--- src/sdram_macros.svh ---
`ifndef SDRAM_MACROS_SVH
`define SDRAM_MACROS_SVH

// Power-up wait of 200 us at 50 MHz
`define SDRAM_INIT_CYCLES 10000

// 64 ms / 8192 rows at 20 ns per cycle
`define SDRAM_REFRESH_INTERVAL 390

`define SDRAM_CAS_LATENCY 3
`define SDRAM_INIT_REFRESHES 8

// Burst length 1 with sequential order and CL3
`define SDRAM_MODE_WORD 12'h030

// Word address geometry
`define SDRAM_ROW_BITS 12
`define SDRAM_COL_BITS 8
`define SDRAM_BANK_BITS 2

`endif

--- src/busPkg.sv ---
package busPkg;

	// {bank[21:20], row[19:8], col[7:0]}
	typedef logic [21:0] addrT;

	typedef logic [15:0] dataT;

	// One bit per byte lane with bit 1 on dq[15:8]
	typedef logic [1:0] strbT;

	// Host port index
	typedef logic portIdT;

endpackage

--- src/apbPort.sv ---
`timescale 1ns/10ps

module apbPort (
	input  logic          sys_clk,
	input  logic          rstn,
	input  logic          pSel,
	input  logic          pEnable,
	input  logic          pWrite,
	input  busPkg::addrT  pAddr,
	input  busPkg::dataT  pWdata,
	input  busPkg::strbT  pStrb,
	input  logic          reqDone,
	input  busPkg::dataT  reqRdata,
	output busPkg::dataT  pRdata,
	output logic          pReady,
	output logic          reqValid,
	output logic          reqWrite,
	output busPkg::addrT  reqAddr,
	output busPkg::dataT  reqWdata,
	output busPkg::strbT  reqStrb
);

	logic startXfer;

	// Access phase of a new transfer but not its completing cycle
	assign startXfer = pSel && pEnable && !reqValid && !pReady;

	always_ff @(posedge sys_clk or negedge rstn) begin
		if (!rstn) begin
			reqValid <= 1'b0;
			reqWrite <= 1'b0;
			reqAddr  <= '0;
			reqWdata <= '0;
			reqStrb  <= '0;
			pReady   <= 1'b0;
			pRdata   <= '0;
		end else begin
			pReady <= 1'b0; // Single-cycle completion
			if (startXfer) begin
				reqValid <= 1'b1;
				reqWrite <= pWrite;
				reqAddr  <= pAddr;
				reqWdata <= pWdata;
				reqStrb  <= pStrb;
			end else if (reqDone) begin
				reqValid <= 1'b0;
				pReady   <= 1'b1;
				pRdata   <= reqRdata; // Don't care for writes
			end
		end
	end

	// Held request mirrors the APB transfer still in progress
	reqHeld: assert property (@(posedge sys_clk) disable iff (!rstn)
		reqValid && pSel && pEnable |->
		{reqWrite, reqAddr, reqWdata, reqStrb} == {pWrite, pAddr, pWdata, pStrb});

endmodule

--- config.mk ---
export PLATFORM = sky130hd
export DESIGN_NAME = apbPort
export DESIGN_NICKNAME = d
export VERILOG_FILES = /design/src/sdram_macros.svh /design/src/busPkg.sv /design/src/apbPort.sv
export SDC_FILE = /design/constraint.sdc
export NUM_CORES = 1
export LEC_CHECK = 0
export BUFFER_PORTS_ARGS = -buffer_cell sky130_fd_sc_hd__buf_4
export CELL_PAD_IN_SITES_DETAIL_PLACEMENT = 1
export CELL_PAD_IN_SITES_GLOBAL_PLACEMENT = 1
export CORE_MARGIN = 4
export CORE_UTILIZATION = 31
export CTS_BUF_LIST = sky130_fd_sc_hd__clkbuf_8 sky130_fd_sc_hd__clkbuf_16
export DETAILED_ROUTE_END_ITERATION = 8
export HOLD_SLACK_MARGIN = 0.06
export PLACE_DENSITY = 0.72
export SLEW_MARGIN = 25
export SYNTH_ARGS = -nofsm -noshare
export SYNTH_HDL_FRONTEND = slang
export SYNTH_SLANG_ARGS = --single-unit
--- constraint.sdc ---
create_clock -name sys_clk -period 1.6 [get_ports sys_clk]
set_input_delay 0.08 -clock sys_clk [delete_from_list [all_inputs] [get_ports sys_clk]]
set_output_delay 0.08 -clock sys_clk [all_outputs]
set_load 0.005 [all_outputs]
==> results.md <==
- Row cnt: 30
- Critical Path Slowest Stage Cell: dfrtp_1
- Outcome: complete, no violations
- Leakage: 1.927 nW
- Normalized max-slew margin: 0.5022
- Final core utilization: 0.5822
- Via density: 4.325
- Crit-path max cell delay: 390 ps
- Antenna Violating Nets Remaining: 0
- Crit-path leading delay family: flip-flops
- Power Density: 1130 nW/um^2
- Largest net degree at the start of global routing: 60
- Height of the chip: 93.14 um
- Nets@finish: 376
- Critical path capture point type: flip-flop
- # Post-CTS Setup Buffers: 0
- Startpoint Class: flip-flop
- Fin crit period: 1558 ps
- Post-cts sizing count: 0
- DR vias: 1,795
- Post-synthesis register bit count: 59
- Layout cells sized above 1: 0.6176
- Routed WL per cell: 17.42 um
- Mapped cell area: 2247 sq um
- GRT Total Usage: 0.1722
- Buf/Inv on CP: 1
- CTS Buf Count: 9
- Worst VDD drop: 0.7080 mV
- Clock latency on the worst-skew pair: 330 ps
- Root buf cell: clkbuf_8
- CP cell instances: and4bb_2, buf_4, mux2_2
- DIE WIDTH: 93.14 um
- Syn Inst Count: 128
- Initial antenna violation count: 0
- Syn nets: 190
- Period utilization: 0.9740
- Req. time, crit path: 1810 ps
- Vias in the first global route: 2,094
- H-tree levels: 3
- Final setup viols: 0
- Initial Util: 0.3254
- Arrival time of the worst setup path: 1770 ps
- Clk buf depth: 2
- Worst slew pin tran: 746.7 ps
- Hold_ws: 377.0 ps
- Clock Skew: 6.953 ps
- CTS tree: yes
- Clock transition at the registers of the reported paths: 70 ps
- Fmax: 0.6417 GHz
- Count of cell types in the netlist: 9
- First-pass GRT wire length: 11,070 um
- Die area: 8675 sq um
- Num Clock Sinks: 59
- Initial drt markers: 11
- Port-buffer cells: 120
- Mapped Avg Cell Area: 17.56 sq um
- Most common cell after layout, fill and taps aside: buf_4
- Hold Crit Class: primary input to asynchronous set/reset pin
- Final hold vios: 0
- Drt drc: 0
- DP HPWL: 4289 um
- RSZ-0062 raised after global routing: true
- Sequential element share of the synthesized area: 0.6570
- P&R area growth vs syn: 78.95%
- I/O pin count: 121
- Setup CP Type: flip-flop to flip-flop
- GRT overflow: 0
- Post-Route WL: 7228 um
- Maxcap violations: 0
- Routability cong.: 0.6557
- Antenna diodes: 0
- Final Max Tran Viols: 0
- Detailed Routing Iterations Pass 1: 4
- Peak fanout along the critical path: 22
- Most frequent cells in the layout: buf_4, dlygate4sd3_1, dfrtp_1
- CORE AREA: 6907 sq um
- Setup TNS: 0 ps
- Synth warn: 0
## registers in the layout, indices dropped and copies added, names as in the netlist
signal / count
pRdata: 16
pReady: 1
reqAddr: 22
reqStrb: 2
reqValid: 1
reqWdata: 16
reqWrite: 1
## per-stage QoR
stage          area, sq um  power (mW)  worst slack, ps  cells
6_report              4021       4.544            41.59    415
5_1_grt               4021       4.797           -17.91    415
4_1_cts               4021       4.568            25.98    415
3_5_place_dp          3237       3.106            38.30    340
3_3_place_gp          3237       3.064            86.15    340
2_1_floorplan         2247       2.370            47.59    128
## synth_stat cells (all sizes together)
master	instances	area, sq um
mux2	57	675.7
and4bb	1	12.51
nand2b	1	13.76
buf	7	53.80
inv	2	7.510
dfrtp	59	1476
a21o	1	7.510
## what timing repair did
action                                  4_1_cts  5_1_grt
hold buffers                                 59        0
endpoints found under the hold margin       117        0
endpoints found under the setup margin        0        8
## power by group
part | internal, mW | switching, mW
Clock | 0.747 | 0.587
Combinational | 0.831 | 0.396
Sequential | 1.81 | 0.173
Total | 3.39 | 1.16
## cells by family after synthesis
| logic type | synth area share |
|---|---|
| AND/OR/NAND/NOR | 0.01169 |
| buffers and inverters | 0.02728 |
| multiplexers | 0.3007 |
| flip-flops | 0.6570 |
| AO/OA/AOI/OAI | 0.003342 |
## layer usage
layer	vias up	share of wire	track usage
met5	-	0	0
met4	0	0.035	0.07814
met3	19	0.055	0.05792
met2	70	0.57	0.3317
met1	888	0.34	0.1618
li1	818	-	-
## final timing paths
check | start | to | slack (ps) | cells after the start
setup / recovery | reqValid$_DFFE_PN0P_ | reqWdata[9]$_DFFE_PN0P_ | 40 | 3
hold / removal | rstn | reqWdata[8]$_DFFE_PN0P_ | 380 | 2
setup reg to reg | reqValid$_DFFE_PN0P_ | reqWdata[9]$_DFFE_PN0P_ | 40 | 3
hold reg to reg | reqWdata[10]$_DFFE_PN0P_ | reqWdata[10]$_DFFE_PN0P_ | 510 | 1
max in group asynchronous | rstn | reqAddr[16]$_DFFE_PN0P_ | 740 | 2
min in group sys_clk | pSel | reqValid$_DFFE_PN0P_ | 440 | 4
## cell type report
class	count	area, sq um
Sequential cell	59	1476
Tap cell	96	120.1
Inverter	2	7.507
Clock buffer	10	137.6
Fill cell	706	2885
Clock inverter	6	56.30
Timing Repair Buffer	182	1514
Multi-Input combinational cell	60	709.4
(Power assumes the default switching activity.)
