==> src/sdram_macros.svh <==
`ifndef SDRAM_MACROS_SVH
`define SDRAM_MACROS_SVH

// Power-up wait of 200 us at 50 MHz
`define SDRAM_INIT_CYCLES 10000

// 64 ms / 8192 rows at 20 ns per cycle
`define SDRAM_REFRESH_INTERVAL 390

`define SDRAM_CAS_LATENCY 3
`define SDRAM_INIT_REFRESHES 8

// Burst length 1 with sequential order and CL3
`define SDRAM_MODE_WORD 12'h030

// Word address geometry
`define SDRAM_ROW_BITS 12
`define SDRAM_COL_BITS 8
`define SDRAM_BANK_BITS 2

`endif

==> src/busPkg.sv <==
package busPkg;

	// {bank[21:20], row[19:8], col[7:0]}
	typedef logic [21:0] addrT;

	typedef logic [15:0] dataT;

	// One bit per byte lane with bit 1 on dq[15:8]
	typedef logic [1:0] strbT;

	// Host port index
	typedef logic portIdT;

endpackage

==> src/portArbiter.sv <==
`timescale 1ns/10ps

module portArbiter (
	input  logic          sys_clk,
	input  logic          rstn,
	input  logic          rqValid0,
	input  logic          rqWrite0,
	input  busPkg::addrT  rqAddr0,
	input  busPkg::dataT  rqWdata0,
	input  busPkg::strbT  rqStrb0,
	input  logic          rqValid1,
	input  logic          rqWrite1,
	input  busPkg::addrT  rqAddr1,
	input  busPkg::dataT  rqWdata1,
	input  busPkg::strbT  rqStrb1,
	input  logic          cmdAccept,
	input  logic          cmdDone,
	input  busPkg::dataT  cmdRdata,
	output logic          rqDone0,
	output busPkg::dataT  rqRdata0,
	output logic          rqDone1,
	output busPkg::dataT  rqRdata1,
	output logic          cmdValid,
	output logic          cmdWrite,
	output busPkg::addrT  cmdAddr,
	output busPkg::dataT  cmdWdata,
	output busPkg::strbT  cmdStrb
);

	busPkg::portIdT lastServed;
	busPkg::portIdT pick;
	busPkg::portIdT grant;
	logic           busy;

	// Other port first when it is asking
	assign pick  = (lastServed ? rqValid0 : rqValid1) ? ~lastServed : lastServed;
	assign grant = busy ? lastServed : pick;

	always_ff @(posedge sys_clk or negedge rstn) begin
		if (!rstn) begin
			lastServed <= 1'b1; // Port 0 wins the first round
			busy       <= 1'b0;
		end else if (cmdAccept) begin
			lastServed <= grant;
			busy       <= 1'b1;
		end else if (cmdDone) begin
			busy <= 1'b0;
		end
	end

	assign cmdValid = grant ? rqValid1 : rqValid0;
	assign cmdWrite = grant ? rqWrite1 : rqWrite0;
	assign cmdAddr  = grant ? rqAddr1  : rqAddr0;
	assign cmdWdata = grant ? rqWdata1 : rqWdata0;
	assign cmdStrb  = grant ? rqStrb1  : rqStrb0;

	// Done goes to the owner only while read data is shared
	assign rqDone0  = cmdDone && busy && !lastServed;
	assign rqDone1  = cmdDone && busy && lastServed;
	assign rqRdata0 = cmdRdata;
	assign rqRdata1 = cmdRdata;

	grantLocked: assert property (@(posedge sys_clk) disable iff (!rstn)
		busy && !cmdDone |=> grant == $past(grant));

	// A done pulse needs an owner that is still asking
	doneOwned: assert property (@(posedge sys_clk) disable iff (!rstn)
		cmdDone |-> busy && (lastServed ? rqValid1 : rqValid0));

endmodule

==> config.mk <==
export PLATFORM = sky130hd
export DESIGN_NAME = portArbiter
export DESIGN_NICKNAME = d
export VERILOG_FILES = /design/src/sdram_macros.svh /design/src/busPkg.sv /design/src/portArbiter.sv
export SDC_FILE = /design/constraint.sdc
export NUM_CORES = 1
export LEC_CHECK = 0
export BUFFER_PORTS_ARGS = -buffer_cell sky130_fd_sc_hd__buf_4
export CORE_ASPECT_RATIO = 1.4
export CORE_MARGIN = 5
export CORE_UTILIZATION = 43
export CTS_CLUSTER_DIAMETER = 40
export DETAILED_ROUTE_END_ITERATION = 10
export GPL_TIMING_DRIVEN = 0
export PLACE_DENSITY = 0.89
export SETUP_SLACK_MARGIN = 0.2
export SYNTH_ARGS = -nofsm -noshare
export SYNTH_HDL_FRONTEND = slang
export SYNTH_SLANG_ARGS = --single-unit
==> constraint.sdc <==
create_clock -name sys_clk -period 2.5 [get_ports sys_clk]
set_clock_uncertainty 0.05 [all_clocks]
set_input_delay 0.125 -clock sys_clk [delete_from_list [all_inputs] [get_ports sys_clk]]
set_output_delay 0.125 -clock sys_clk [all_outputs]
set_load 0.005 [all_outputs]
==> impl_results.md <==
* RSZ-0062 raised after global routing: no
* Fin crit share at 0.851
* Primary FF master, synth: dfstp_2
* Syn Inst Count at 246
* Congestion Overflow GR at 0
* Final-report setup violation count at 0
* Clock Path Buffers at 2
* Final cell count without fillers at 478
* Crit path arrival time at 1950 ps
* Worst-skew pair later-pin latency at 220 ps
* Die Y at 92.5 µm
* Area growth syn-to-layout at 65.1%
* Vias/cell at 6.18
* Sum Neg Setup Slack at 0 ps
* Initial antenna violation count at 0
* HPWL after detailed placement at 6780 µm
* # H-tree levels at 1
* Layout cells sized above 1 at 0.630
* WL per Instance at 18.4 µm
* CTS buffer count at 3
* Cell variety after synth at 24
* Mean post-synth cell area at 8.49 µm²
* Total Routed Length at 8810 µm
* Max rail drop VDD at 0.000375 V
* CTS root buf: clkbuf_8
* CTS tree: done
* Starting DRT DRC Count at 417
* Initial Utilization at 0.438
* Most instantiated cells after synthesis: a222oi_1 (41), a22oi_1 (41), o21ai_1 (39)
* Synthesized area at 2090 µm²
* Min-delay worst type: in -> reg
* Antenna Nets Post-Route at 0
* Hold violation count in the final report at 0
* Post-cts sizing count at 0
* # DRC at 0
* Hold depth at 2
* Area leader, netlist: mux2_4
* PwrDens at 500 nW/µm²
* Max-slew violations at 0
* Reg clk slew, reported paths at 30 ps
* GRT Total Usage at 0.251
* Core area at 4770 µm²
* Static leakage at 0.00172 µW
* Syn Nets at 350
* Critical path launch point type: flop
* PortBufs at 163
* Async SR Flop Fraction at 1.00
* Cell Rows at 30
* # diodes at 0
* Drt pass-1 iters at 6
* Die width at 68.9 µm
* Vias at 2,952
* YS warnings at 0
* Top-area cell type share of the netlist area at 0.259
* Setup CP Type: reg -> out
* Crit-path max FO at 10
* Worst Max-Slew Pin Slew at 497 ps
* Worst slew margin at 0.668
* Io pins at 180
* CP required at 2330 ps
* Run status: completed
* Largest net degree at the start of global routing at 11
* Fmax at 0.470 GHz
* Vias in the first global route at 2,786
* Inst Count DP at 473
* CTS Sinks at 2
* First-pass GRT wire length at 12,900 µm
* Sequential element share of the synthesized area at 0.0246
* Critical Path End Type: output pin
* Min Tclk post-route at 2130 ps
* R2R cell count at 4
* Layout net count at 519
* MaxCap Viol Count at 0
* #FFs+latches synth at 2
* Top cells by area, synth: mux2_4 (26%), a222oi_1 (20%), a22oi_1 (15%)
* Die area at 6370 µm²
* Post-synth EDFFs at 0
* RD Place Congestion at 0.759
final cells by class:
| type | instances | area (µm²) |
|---|---|---|
| Multi-Input combinational cell | 178 | 1600 |
| Fill cell | 391 | 1320 |
| Timing Repair Buffer | 164 | 1230 |
| Buffer | 65 | 433 |
| Tap cell | 64 | 80.1 |
| Sequential cell | 2 | 51.3 |
| Clock buffer | 4 | 45.0 |
| Inverter | 1 | 3.75 |
stage by stage:
stage | utilization | setup WS (ps) | area (µm²) | hold slack (ps) | total power [µW]
after floorplan | - | 893 | 2090 | -221 | 971
after global placement | 0.712 | 648 | 3390 | -143 | 1540
after detailed placement | 0.712 | 594 | 3390 | -141 | 1570
after CTS | 0.723 | 364 | 3450 | 38.6 | 1720
after global routing | 0.723 | 265 | 3450 | 45.0 | 1850
final | 0.723 | 372 | 3450 | 37.8 | 1720
cell families (layout without fill, tap and decap cells):
logic type	count (synthesis)	in the layout	share of synthesized area
AO/OA/AOI/OAI	127	127	0.453
buffers and inverters	66	234	0.209
flip-flops	2	2	0.0246
multiplexers	42	42	0.291
AND/OR/NAND/NOR	9	9	0.0228
layout by cell type, fill, tap and decap left out, types with 2 or more instances in the layout:
cell type and n:
clkbuf_8 3, buf_8 3, nor2b_1 2, o21ai_0 2
buf_2 15, mux2_4 36, o21ai_1 39, a222oi_1 41
nor2_1 3, clkbuf_1 13, buf_4 195, mux2_2 5
a22oi_1 41, buf_6 2, a21oi_1 3
worst paths after layout:
kind	from	endpoint	slack, ps
worst max-delay path	flop	cmdWdata[13]	370
worst min-delay path	cmdAccept	busy$_DFFE_PN0P_	40
worst max register to register	flop	flop	1230
worst min register to register	busy$_DFFE_PN0P_	flop	660
max in group asynchronous	rstn	async pin	2030
min in group asynchronous	rstn	busy$_DFFE_PN0P_	180
per-layer routing:
layer	GRT usage	share of wire	vias to the layer above
li1	-	-	1350
met1	0.267	0.35	1376
met2	0.465	0.51	194
met3	0.0400	0.096	32
met4	0.102	0.038	0
met5	0	0	-
repair_timing:
item                                   in CTS  in global routing
buffers inserted                            0                  0
hold buffers                                1                  0
endpoints found under the hold margin       2                  0
power breakdown:
part	switching [µW]	leakage, µW	internal (µW)
Combinational	652	0.00167	879
Clock	34.3	0.0000228	109
Sequential	6.36	0.0000213	42.3
Total	693	0.00172	1030
critical path: stages, from the launching register on:
cell,delay (ps)
dfstp_2,540
buf_6,170
buf_6,180
mux2_4,310
a222oi_1,240
o21ai_1,130
buf_4,160
(Power assumes the default switching activity.)
